## config.mk

```make
export PLATFORM = sky130hd
export DESIGN_NAME = bird_field
export DESIGN_NICKNAME = d
export VERILOG_FILES = /design/src/game_pkg.sv /design/src/frame_random.sv /design/src/bird_logic.sv /design/src/bird_arbiter.sv /design/src/bird_field.sv
export SDC_FILE = /design/constraint.sdc
export NUM_CORES = 1
export LEC_CHECK = 0
export ABC_AREA = 1
export CAP_MARGIN = 20
export CELL_PAD_IN_SITES_DETAIL_PLACEMENT = 1
export CELL_PAD_IN_SITES_GLOBAL_PLACEMENT = 2
export CORE_MARGIN = 4
export CORE_UTILIZATION = 39
export CTS_CLUSTER_DIAMETER = 40
export DETAILED_ROUTE_END_ITERATION = 8
export DONT_BUFFER_PORTS = 1
export GPL_TIMING_DRIVEN = 1
export HOLD_SLACK_MARGIN = 0.05
export PLACE_DENSITY_LB_ADDON = 0.1
export SYNTH_ARGS = -nofsm -noshare
export SYNTH_HDL_FRONTEND = slang
export SYNTH_SLANG_ARGS = --single-unit
```

## constraint.sdc

```tcl
create_clock -name clk -period 3.53 [get_ports clk]
set_input_delay 0.1765 -clock clk [delete_from_list [all_inputs] [get_ports clk]]
set_output_delay 0.1765 -clock clk [all_outputs]
set_load 0.1 [all_outputs]
```

## src/game_pkg.sv

```systemverilog
package game_pkg;

	// screen and sprite geometry in pixels
	localparam int screen_width = 640;
	localparam int screen_height = 480;
	localparam int sprite_size = 32; // bird is square

	// fixed point, 1/64 pixel resolution
	localparam int fixed_scale = 64; // power of two only
	localparam int fixed_shift = $clog2(fixed_scale); // divide by shifting
	localparam int step_unit = 16; // fixed-point units per speed step

	// rightmost legal top-left x, so the sprite stays on screen
	localparam int x_max = screen_width - sprite_size; // 608
	localparam int x_fp_max = x_max * fixed_scale;

	localparam int n_birds = 3;

	// random byte decision points
	localparam int right_threshold = 155; // above this the bird steps right
	localparam int left_threshold = 100; // below this the bird steps left

	localparam int red_frames = 32; // red time after a hit

	// frame lfsr, galois form shifting right
	localparam logic [23:0] lfsr_seed = 24'h00001F;
	localparam logic [23:0] lfsr_mask = 24'hE10000; // taps 24,23,22,17

	// signed screen coordinate
	typedef logic signed [10:0] coord_t;

	// start positions, one entry per bird
	localparam coord_t init_x [n_birds] = '{
		11'sd80,
		11'sd280,
		11'sd480
	};
	localparam coord_t init_y [n_birds] = '{
		11'sd40,
		11'sd120,
		11'sd200
	};

	// a point on screen, shot or scan position
	typedef struct packed {
		coord_t x;
		coord_t y;
	} point_t; // 22 bits

	// what every bird publishes to the arbiter
	typedef struct packed {
		point_t pos; // top-left corner in whole pixels
		logic alive; // life left or still flashing red
		logic red; // recently hit
	} bird_state_t; // 24 bits

endpackage

```

## src/frame_random.sv

```systemverilog
`timescale 1ns/1ps

module frame_random (
	input logic clk,
	input logic resetN,
	input logic start_of_frame, // one step per frame
	output logic [23:0] rand_bytes // byte i goes to bird i
);

	logic [23:0] lfsr; // current lfsr state
	logic [23:0] lfsr_next;

	// galois step, shift right and fold the taps in when a one drops out
	always_comb begin
		lfsr_next = lfsr >> 1;
		if (lfsr[0]) begin
			lfsr_next = lfsr_next ^ game_pkg::lfsr_mask; // feedback
		end
	end

	always_ff @(posedge clk or negedge resetN) begin
		if (!resetN) begin
			lfsr <= game_pkg::lfsr_seed; // nonzero seed, never locks up
		end else begin
			if (start_of_frame) begin
				lfsr <= lfsr_next; // advances at the end of the frame cycle
			end
		end
	end

	// the birds see the state of the frame cycle itself
	assign rand_bytes = lfsr;

endmodule

```

## src/bird_logic.sv

```systemverilog
`timescale 1ns/1ps

module bird_logic #(
	parameter int bird_index = 0 // row of the start position tables
) (
	input logic clk,
	input logic resetN,
	input logic start_of_frame, // one-cycle pulse per frame
	input logic collision, // hit pulse from the arbiter
	input logic deploy, // level, looked at on frame pulses only
	input logic [7:0] random, // this bird's lfsr byte
	input logic [3:0] starting_life, // life loaded on deploy
	input logic [1:0] speed, // 0..3, step is (speed+1)*16/64 px
	output game_pkg::bird_state_t state
);

	logic [16:0] x_fp; // top-left x in 1/64 pixel units
	logic [3:0] life;
	logic [5:0] red_cnt; // frames left to show red
	logic hit_pending; // hit taken, charged on next frame
	logic red;
	logic [6:0] step; // fixed-point step, 16..64
	logic [17:0] x_sum; // one spare bit for the right step
	logic [16:0] x_right; // x after a right step, clamped
	logic [16:0] x_left; // x after a left step, clamped
	logic go_right;
	logic go_left;

	// start x of this bird in fixed point
	function automatic logic [16:0] home_x();
		home_x = 17'(game_pkg::init_x[bird_index]) << game_pkg::fixed_shift;
	endfunction

	assign step = 7'(({1'b0, speed} + 3'd1) * game_pkg::step_unit);

	// direction from the random byte, blocked at the screen edges
	assign go_right = (random > game_pkg::right_threshold)
		&& (x_fp < 17'(game_pkg::x_fp_max));
	assign go_left = (random < game_pkg::left_threshold)
		&& (x_fp != '0);

	// candidate positions, held inside 0..608 px
	assign x_sum = {1'b0, x_fp} + 18'(step);
	assign x_right = (x_sum > 18'(game_pkg::x_fp_max)) ?
		17'(game_pkg::x_fp_max) : x_sum[16:0];
	assign x_left = (x_fp > 17'(step)) ? x_fp - 17'(step) : '0;

	always_ff @(posedge clk or negedge resetN) begin
		if (!resetN) begin
			x_fp <= home_x();
			life <= '0; // not deployed yet
			red_cnt <= '0;
			hit_pending <= 1'b0;
		end else begin
			if (start_of_frame) begin
				// red time runs out first
				if (red_cnt != '0) begin
					red_cnt <= red_cnt - 6'd1;
				end
				if (deploy) begin
					life <= starting_life;
					x_fp <= home_x(); // back to start
					hit_pending <= 1'b0; // old hits are forgotten
				end else begin
					if (go_right) begin
						x_fp <= x_right;
					end else if (go_left) begin
						x_fp <= x_left;
					end
					// at most one life per frame, extra shots merged
					if (hit_pending && (life != '0)) begin
						life <= life - 4'd1;
						red_cnt <= 6'(game_pkg::red_frames); // overrides countdown
						hit_pending <= 1'b0;
					end
				end
			end
			if (collision) begin
				hit_pending <= 1'b1; // a new hit always wins
			end
		end
	end

	assign red = (red_cnt != '0);

	// whole pixels out, y never moves
	assign state = '{
		pos: '{
			x: game_pkg::coord_t'(x_fp >> game_pkg::fixed_shift),
			y: game_pkg::init_y[bird_index]
		},
		alive: (life != '0) || red, // keeps showing until red ends
		red: red
	};

endmodule

```

## src/bird_arbiter.sv

```systemverilog
`timescale 1ns/1ps

module bird_arbiter (
	input logic clk,
	input logic resetN,
	input game_pkg::bird_state_t birds_state [game_pkg::n_birds],
	input logic shot, // one-cycle strobe
	input game_pkg::point_t shot_pos,
	input game_pkg::point_t pixel_pos, // video scan position every cycle
	output logic [game_pkg::n_birds-1:0] hit_onehot, // collision per bird
	output logic shot_hit, // registered one cycle after the shot
	output logic [1:0] hit_bird, // winner index or 0 on a miss
	output logic pixel_draw, // combinational
	output logic pixel_red // combinational red of the winner
);

	logic [game_pkg::n_birds-1:0] shot_cover; // birds under the shot
	logic [game_pkg::n_birds-1:0] shot_win; // lowest of them
	logic [game_pkg::n_birds-1:0] pix_cover; // birds under the scan
	logic [game_pkg::n_birds-1:0] pix_win;
	logic [game_pkg::n_birds-1:0] red_vec;

	// live bird rectangle test with pos <= p < pos + 32 on both axes
	function automatic logic covers(game_pkg::bird_state_t b, game_pkg::point_t p);
		covers = b.alive
			&& (p.x >= b.pos.x) && (p.x < b.pos.x + game_pkg::sprite_size)
			&& (p.y >= b.pos.y) && (p.y < b.pos.y + game_pkg::sprite_size);
	endfunction

	// keep only the lowest set bit for fixed priority
	function automatic logic [game_pkg::n_birds-1:0] lowest_one(
		input logic [game_pkg::n_birds-1:0] v
	);
		lowest_one = v & (~v + 1'b1);
	endfunction

	// one-hot to index
	function automatic logic [1:0] onehot_index(input logic [game_pkg::n_birds-1:0] v);
		logic [1:0] idx;
		idx = '0;
		for (int i = 0; i < game_pkg::n_birds; i++) begin
			if (v[i]) begin
				idx = idx | 2'(i);
			end
		end
		return idx;
	endfunction

	always_comb begin
		for (int i = 0; i < game_pkg::n_birds; i++) begin
			shot_cover[i] = covers(birds_state[i], shot_pos);
			pix_cover[i] = covers(birds_state[i], pixel_pos);
			red_vec[i] = birds_state[i].red;
		end
	end

	assign shot_win = lowest_one(shot_cover);
	assign pix_win = lowest_one(pix_cover);

	// pixel side stays combinational for the video path
	assign pixel_draw = |pix_cover;
	assign pixel_red = |(pix_win & red_vec); // follows the winner only

	// registered shot side where only the winning bird gets the pulse
	always_ff @(posedge clk or negedge resetN) begin
		if (!resetN) begin
			hit_onehot <= '0;
			shot_hit <= 1'b0;
			hit_bird <= '0;
		end else begin
			hit_onehot <= shot ? shot_win : '0;
			shot_hit <= shot && (shot_cover != '0); // miss gives nothing
			hit_bird <= shot ? onehot_index(shot_win) : 2'd0;
		end
	end

endmodule

```

## src/bird_field.sv

```systemverilog
`timescale 1ns/1ps

module bird_field (
	input logic clk,
	input logic resetN,
	input logic start_of_frame, // one-cycle pulse per frame
	input logic deploy, // sampled with the frame pulse
	input logic shot, // one-cycle strobe
	input logic [3:0] starting_life,
	input logic [1:0] speed,
	input game_pkg::point_t shot_pos,
	input game_pkg::point_t pixel_pos, // video scan position
	output game_pkg::bird_state_t birds_state [game_pkg::n_birds],
	output logic shot_hit,
	output logic [1:0] hit_bird,
	output logic pixel_draw,
	output logic pixel_red
);

	logic [23:0] rand_bytes; // one byte per bird
	logic [game_pkg::n_birds-1:0] hit_onehot; // arbiter to birds

	frame_random u_random (
		.clk(clk),
		.resetN(resetN),
		.start_of_frame(start_of_frame),
		.rand_bytes(rand_bytes)
	);

	// identical birds, start position picked by index
	for (genvar i = 0; i < game_pkg::n_birds; i++) begin : g_bird
		bird_logic #(
			.bird_index(i)
		) u_bird (
			.clk(clk),
			.resetN(resetN),
			.start_of_frame(start_of_frame),
			.collision(hit_onehot[i]), // only the winner sees a hit
			.deploy(deploy),
			.random(rand_bytes[8*i +: 8]), // own byte of the lfsr
			.starting_life(starting_life),
			.speed(speed),
			.state(birds_state[i])
		);
	end

	bird_arbiter u_arbiter (
		.clk(clk),
		.resetN(resetN),
		.birds_state(birds_state),
		.shot(shot),
		.shot_pos(shot_pos),
		.pixel_pos(pixel_pos),
		.hit_onehot(hit_onehot),
		.shot_hit(shot_hit),
		.hit_bird(hit_bird),
		.pixel_draw(pixel_draw),
		.pixel_red(pixel_red)
	);

endmodule

```

# --- Yosys cells after proc, flatten, opt, wreduce, memory -nomap -nowiden ---
# Cells that the tools add are included.
op_classes:
  add_sub_neg: 18
  order_cmp: 39
  muxes: 47
  bitwise: 6
  n_reduce_logical: 70
ops:
  columns: ["op", "count"]
  rows:
  - ["$mux 17", 15]
  - ["$lt 11x12->1", 6]
  - ["$ge 11x11->1", 6]
  - ["$add 17x7->18", 3]
  - ["$gt 18x16->1 const B", 3]
  - ["$mux 6", 9]
  - ["$gt 17x7->1", 3]
  - ["$lt 17x16->1 const B", 3]
  - ["$reduce_bool 17->1", 3]
  - ["$sub 17x7->17", 3]
  - ["$lt 11x9->1 const B", 4]
  - ["$add 11x7->12 const B", 3]
  - ["$logic_and 1x1->1", 34]
  - ["$gt 8x8->1 const B", 3]
  - ["$lt 8x7->1 const B", 3]
  - ["$mux 24", 1]
  - ["$mux 4", 6]
  - ["$ge 11x7->1 const B", 2]
  - ["$ge 11x8->1 const B", 2]
  - ["$ge 11x9->1 const B", 2]
  - ["$lt 11x8->1 const B", 2]
  - ["$reduce_bool 3->1", 7]
  - ["$reduce_and 2->1", 9]
  - ["$reduce_bool 6->1", 3]
  - ["14 further kinds", 45]
word_totals:
  reg_bits: 114
  out_inout_bits: 77
  wordCells: 196

# --- Depth between registers and ports, before layout ---
depth:
  word_depth: 12
  mapped_depth: 18
  depth_no_buf: 18

# --- Hierarchy ---
# A second synthesis with hierarchy kept.
unflattened:
  cells_unflattened: 2283
  hier_area_um2: 14871.8
by_module_without_submodules:
  columns: ["mod", "n_inst", "cells_each", "area_each_um2"]
  rows:
  - ["bird_arbiter", 1, 1026, 6394.9]
  - ["bird_logic at g_bird[1].u_bird", 1, 391, 2526.2]
  - ["bird_logic at g_bird[2].u_bird", 1, 365, 2427.3]
  - ["bird_logic at g_bird[0].u_bird", 1, 372, 2399.8]
  - ["frame_random", 1, 129, 1123.6]

# --- Worst setup path after synthesis ---
# OpenSTA, ideal clock, no wires.
synth_path:
  kind: "reg-to-output"
  start: "register g_bird[1].u_bird.red_cnt[0]"
  end: "output port pixel_red"
  t_arrival_ns: 2.778
  t_required_ns: 3.354
  setup_slack_ns: 0.576
  path_stages_with_launch: 11
  n_path_buf: 1
  cell_sequence: "dfrtp_1 > inv_1 > ha_1 > nand4_1 > or2_1 > buf_2 > or2_1 > nand2_1 > nor2_1 > nand4_1 > nand3_1"
synth_lines:
  columns: ["item", "line", "rtl"]
  rows:
  - ["from (decl)", "bird_logic.sv:19", "logic [5:0] red_cnt;"]
  - ["from (signal assigned)", "bird_logic.sv:58", "red_cnt <= red_cnt - 6'd1;"]
  - ["from (signal assigned)", "bird_logic.sv:73", "red_cnt <= 6'(game_pkg::red_frames);"]
  - ["to (decl)", "bird_field.sv:17", "output logic pixel_red"]

# --- Worst setup path after layout ---
layout_path:
  start: "register g_bird[2].u_bird.x_fp[11]"
  end: "output port pixel_red"
layout_via:
  elab_chain_len: 10
layout_lines:
  columns: ["item", "line", "rtl"]
  rows:
  - ["from (decl)", "bird_logic.sv:17", "logic [16:0] x_fp;"]
  - ["from (signal assigned)", "bird_logic.sv:50", "x_fp <= home_x();"]
  - ["from (signal assigned)", "bird_logic.sv:62", "x_fp <= home_x();"]
  - ["from (signal assigned)", "bird_logic.sv:66", "x_fp <= x_right;"]
  - ["$add 11x7->12 / $ge 11x11->1 (equally long branches)", "bird_arbiter.sv:26", "&& (p.x >= b.pos.x) && (p.x < b.pos.x + game_pkg::sprite_size)"]
  - ["$lt 11x12->1 / $logic_and 1x1->1 (equally long branches)", "bird_arbiter.sv:26", null]
  - ["$logic_and 1x1->1 (*)", "bird_arbiter.sv:26", null]
  - ["$logic_and 1x1->1 (*) (2 in a row)", "bird_arbiter.sv:27", "&& (p.y >= b.pos.y) && (p.y < b.pos.y + game_pkg::sprite_size);"]
  - ["$not 3->3", "bird_arbiter.sv:34", "lowest_one = v & (~v + 1'b1);"]
  - ["$add 3x1->3", "bird_arbiter.sv:34", null]
  - ["$and 3x3->3 (*)", "bird_arbiter.sv:34", null]
  - ["$and 3x3->3 (*)", "bird_arbiter.sv:62", "assign pixel_red = |(pix_win & red_vec);"]
  - ["$reduce_or 3->1 (*)", "bird_arbiter.sv:62", null]
# Mark *: on every way between the ends. The rest lies on a longest branch, timed or not.

==> impl_table.tex <==
\begin{tabular}{lr}
\hline
Metric & Value \\
\hline
\multicolumn{2}{l}{\textbf{Finish}} \\
\quad Antenna fix cells & 0 \\
\quad Most frequent cells in the layout & 448 x sky130\_fd\_sc\_hd\_\_nand2\_1, 204 x sky130\_fd\_sc\_hd\_\_nor2\_1, 198 x sky130\_fd\_sc\_hd\_\_inv\_1, 140 x sky130\_fd\_sc\_hd\_\_nand3\_1, 124 x sky130\_fd\_sc\_hd\_\_ha\_1 \\
\quad Fraction of layout cells with a size suffix above 1 & 8.012\% \\
\quad Area growth from synthesis to final layout & 5.658\% \\
\quad Most common cell after layout, fill and taps aside & sky130\_fd\_sc\_hd\_\_nand2\_1 \\
\quad Final Net Count & 1915 \\
\multicolumn{2}{l}{\textbf{Hold path}} \\
\quad Type of the tightest min-delay check & input pin to flip-flop \\
\quad Cell depth of the worst hold path & 2 \\
\multicolumn{2}{l}{\textbf{Critical path}} \\
\quad Endpoint arrival time on the critical path & 3020 ps \\
\quad Startpoint-to-endpoint class of the critical path & flip-flop to output port \\
\quad Worst R2R Path Depth & 12 \\
\quad Data required time of the critical path & 3350 ps \\
\quad Crit-path most repeated cell & sky130\_fd\_sc\_hd\_\_nand2\_1 \\
\quad Startpoint kind of the worst setup timing path & flip-flop \\
\quad Largest fanout of any net on the critical path & 7 \\
\quad Critical path's slowest cell & sky130\_fd\_sc\_hd\_\_dfstp\_2 \\
\quad Crit-path cells & ha\_1, inv\_1, nand2\_1, nand2\_1, ha\_1, nand2\_1, nor3b\_1, nand2\_1, nand2\_1, nand2\_1, nand2\_1, nand2\_1, nand2\_1, nand2\_1, nand3\_1, nand3\_1, buf\_12 \\
\quad Kind of end point of the critical path & output port \\
\quad Delay contributed by the slowest stage of the critical path & 610 ps \\
\multicolumn{2}{l}{\textbf{Floorplan}} \\
\quad I/O Pins & 132 \\
\quad Std cell rows & 62 \\
\quad Placeable core area & 28630 um\^{}2 \\
\quad Width of the chip & 178.2 um \\
\quad Starting density of the core & 39.48\% \\
\quad Die area & 31760 um\^{}2 \\
\quad Vertical die dimension & 178.2 um \\
\multicolumn{2}{l}{\textbf{STA}} \\
\quad Slew Viols, Final & 0 \\
\quad Setup violations, final & 0 \\
\quad Worst setup slack after layout & 333.0 ps \\
\quad Transition time of the tightest slew-check pin & 924.3 ps \\
\quad Relative slew slack & 38.38\% \\
\quad Final worst clock skew & 11.41 ps \\
\quad Final-report hold violation count & 0 \\
\quad Post-route fraction of the period consumed by the critical path & 90.57\% \\
\quad Fmax achieved & 0.3128 GHz \\
\quad Final critical-path required period & 3197 ps \\
\quad Setup TNS & 0 ps \\
\quad Unrepaired setup endpoints after global routing & false \\
\multicolumn{2}{l}{\textbf{Global routing}} \\
\quad Largest net degree at the start of global routing & 101 \\
\quad Via count of the first global-routing pass & 11440 \\
\quad Total global routing overflow & 0 \\
\quad Number of antenna violations at the first check in global routing & 0 \\
\quad First-pass GRT wire length & 62470 um \\
\quad GRT Total Usage & 25.14\% \\
\multicolumn{2}{l}{\textbf{Route}} \\
\quad DRT antenna net count & 0 \\
\quad Via count & 11020 \\
\quad Residual DRC count & 0 \\
\quad Iteration count of the initial detailed-routing pass & 4 \\
\quad Routed via count divided by cell count & 5.200 \\
\quad DR WL/cell & 18.43 um \\
\quad DRT iter0 DRCs & 510 \\
\quad Drt total wl & 39060 um \\
\multicolumn{2}{l}{\textbf{Yosys}} \\
\quad Most used flip-flop cell after synthesis & sky130\_fd\_sc\_hd\_\_dfrtp\_1 \\
\quad Adder-cell share of the synthesized area & 14.79\% \\
\quad Post-synthesis sequential area ratio & 22.30\% \\
\quad Synthesis-stage register bit count & 100 \\
\quad Leading post-synthesis cells by cell area & sky130\_fd\_sc\_hd\_\_dfrtp\_1 19\%, sky130\_fd\_sc\_hd\_\_nand2\_1 15\%, sky130\_fd\_sc\_hd\_\_ha\_1 14\% \\
\quad Proportion of register bits with asynchronous set or reset after synthesis & 100.0\% \\
\quad Total standard cell area after synthesis & 11300 um\^{}2 \\
\quad Area fraction in compound gates after synthesis & 11.97\% \\
\quad Combinational family with the most area after synthesis & simple AND/OR/NAND/NOR gates \\
\quad Cells after synthesis & 1742 \\
\quad EDFF count, synth & 0 \\
\quad Multiplexer share of the synthesized area & 0\% \\
\quad Syn avg cell area & 6.487 um\^{}2 \\
\quad Yosys synthesis warning count & 0 \\
\quad Unique masters post-synth & 55 \\
\quad Cell type contributing the most total cell area after synthesis & sky130\_fd\_sc\_hd\_\_dfrtp\_1 \\
\quad Post-synthesis share of cell area spent on xor and xnor gates & 2.868\% \\
\quad Fraction of synthesized cell area taken by the top area cell type & 19.04\% \\
\quad Share of synthesized cell area in and, or, nand and nor gates & 34.41\% \\
\multicolumn{2}{l}{\textbf{Pwr}} \\
\quad Sw power & 4.790 mW \\
\quad Switching power as a share of total power & 56.86\% \\
\quad Share of power burned in registers & 22.9\% \\
\quad Standby leakage power & 6.116 nW \\
\quad Maximum resistive drop on vdd & 0.4538 mV \\
\quad Portion of total power attributed to combinational logic & 64.7\% \\
\quad Total internal power & 3.634 mW \\
\quad P per Cell Area & 705.5 nW/um\^{}2 \\
\quad Clock network fraction of total power & 12.4\% \\
\multicolumn{2}{l}{\textbf{CTS}} \\
\quad Number of buffers inserted during clock tree synthesis & 9 \\
\quad Clock Root Buffer & sky130\_fd\_sc\_hd\_\_clkbuf\_16 \\
\quad CTS sink count & 100 \\
\quad Number of H-tree levels & 3 \\
\quad Post-CTS Resized & 0 \\
\quad Worst-skew pair later-pin latency & 380 ps \\
\quad Largest buffer count on any clock path & 2 \\
\quad Clock transition at the registers of the reported paths & 80 ps \\
\quad Clock tree from TritonCTS & built \\
\multicolumn{2}{l}{\textbf{Place}} \\
\quad Routability-driven placement congestion ratio & 0.8654 \\
\quad Setup slack at placement & 720.3 ps \\
\quad IO buf count & 0 \\
\quad Half-perimeter wire length after placement & 31170 um \\
\multicolumn{2}{l}{\textbf{Run status}} \\
\quad Run status & completed \\
\multicolumn{2}{l}{\textbf{Job}} \\
\quad Max-cap violations & 0 \\
\hline
\end{tabular}
## metal layers
metal  GRT usage (%)  share of wire [%]  up-vias
met3           4.218                3.3       51
met1           32.14                 45     5292
li1                -                  -     5526
met5               0                  0        -
met4           6.844                2.6        0
met2           43.89                 49      150
## registers in the layout, indices dropped and copies added, names as in the netlist
signal and count:
u_arbiter.hit_bird 2, u_arbiter.shot_hit 1, u_random.rand_bytes 24, g_bird.u_bird.x_fp 39, g_bird.u_bird.red_cnt 18, g_bird.u_bird.life 12, u_arbiter.hit_onehot 1, g_bird.u_bird.hit_pending 3
## path summary, 6_finish.rpt
check                                          start                           end  slack, ps
setup / recovery           g_bird[2].u_bird.x_fp[11]                     pixel_red        330
hold / removal                        start_of_frame   g_bird[2].u_bird.red_cnt[4]         80
setup reg to reg           g_bird[1].u_bird.x_fp[11]      g_bird[1].u_bird.x_fp[6]        750
hold reg to reg              u_arbiter.hit_onehot[0]  g_bird[0].u_bird.hit_pending        450
max in group asynchronous                     resetN      g_bird[2].u_bird.x_fp[6]       2680
min in group asynchronous                     resetN     g_bird[0].u_bird.x_fp[14]        340
## worst max-delay path: cells and delay by family, from the launching register on
family	cells	cell delay [ps]
AND/OR/NAND/NOR	13	1190
adder cells (fa/ha/maj)	2	540
flip-flops	1	610
buffers and inverters	2	300
## synth_stat cells, types with 4 or more instances
cell,instances
sky130_fd_sc_hd__nor4_1,5
sky130_fd_sc_hd__nand4_1,35
sky130_fd_sc_hd__o21ai_1,4
sky130_fd_sc_hd__nor2_1,204
sky130_fd_sc_hd__inv_2,16
sky130_fd_sc_hd__o21ai_0,90
sky130_fd_sc_hd__clkbuf_1,10
sky130_fd_sc_hd__nand2_2,11
sky130_fd_sc_hd__o21a_1,6
sky130_fd_sc_hd__xnor2_1,8
sky130_fd_sc_hd__o22ai_1,5
sky130_fd_sc_hd__fa_1,6
sky130_fd_sc_hd__nor3_1,24
sky130_fd_sc_hd__buf_2,18
sky130_fd_sc_hd__a31oi_1,12
sky130_fd_sc_hd__or2_2,5
sky130_fd_sc_hd__ha_1,124
sky130_fd_sc_hd__inv_1,198
sky130_fd_sc_hd__dfstp_2,14
sky130_fd_sc_hd__buf_4,74
sky130_fd_sc_hd__xor2_1,29
sky130_fd_sc_hd__dfrtp_1,86
sky130_fd_sc_hd__o211ai_1,4
sky130_fd_sc_hd__nor2_2,13
sky130_fd_sc_hd__a21oi_2,4
sky130_fd_sc_hd__nand3b_1,5
sky130_fd_sc_hd__buf_1,4
sky130_fd_sc_hd__nand3_1,140
sky130_fd_sc_hd__a21oi_1,96
sky130_fd_sc_hd__nand2_1,448
sky130_fd_sc_hd__o21bai_1,10
## metrics by stage
stage	cells	power, mW	util [%]	cell area (um^2)	hold slack [ps]
after global routing	2119	9.230	41.71	11940	82.12
after detailed placement	2095	7.357	40.35	11550	-116.1
after global placement	2095	7.206	40.35	11550	-115.5
after floorplan	1773	6.262	-	11420	-119.1
after CTS	2119	8.493	41.71	11940	73.54
final	2119	8.424	41.71	11940	79.47
## power by group through the flow
stage / Clock [mW] / Sequential (mW) / Combinational [mW]
2_1_floorplan: 0 / 1.78 / 4.48
3_3_place_gp: 0 / 1.94 / 5.27
3_5_place_dp: 0 / 1.95 / 5.41
4_1_cts: 1.07 / 1.93 / 5.48
5_1_grt: 1.11 / 1.99 / 6.13
6_report: 1.04 / 1.93 / 5.45
## cell type report
| type | instances | area, um^2 |
|---|---|---|
| timing repair buffer | 55 | 485.5 |
| clock inverter | 3 | 22.52 |
| sequential | 100 | 2520 |
| multi-input combinational | 1348 | 7361 |
| tap | 384 | 480.5 |
| clock buffer | 13 | 260.3 |
| inverter | 216 | 810.8 |
| fill | 3766 | 16680 |
## kinds of logic (layout without fill, tap and decap cells)
| group | count (synthesis) | after routing |
|---|---|---|
| compound gates | 243 | 243 |
| xor+xnor | 37 | 37 |
| flops | 100 | 100 |
| other cells | 2 | 33 |
| fa+ha+maj | 130 | 130 |
| simple gates | 905 | 905 |
| buf+inv | 325 | 287 |
## repair_timing
action | 4_1_cts | 5_1_grt
buffers inserted | 0 | 0
endpoints found under the hold margin | 141 | 0
hold buffers | 8 | 0
Note: power is estimated with default switching activity, not from simulation.
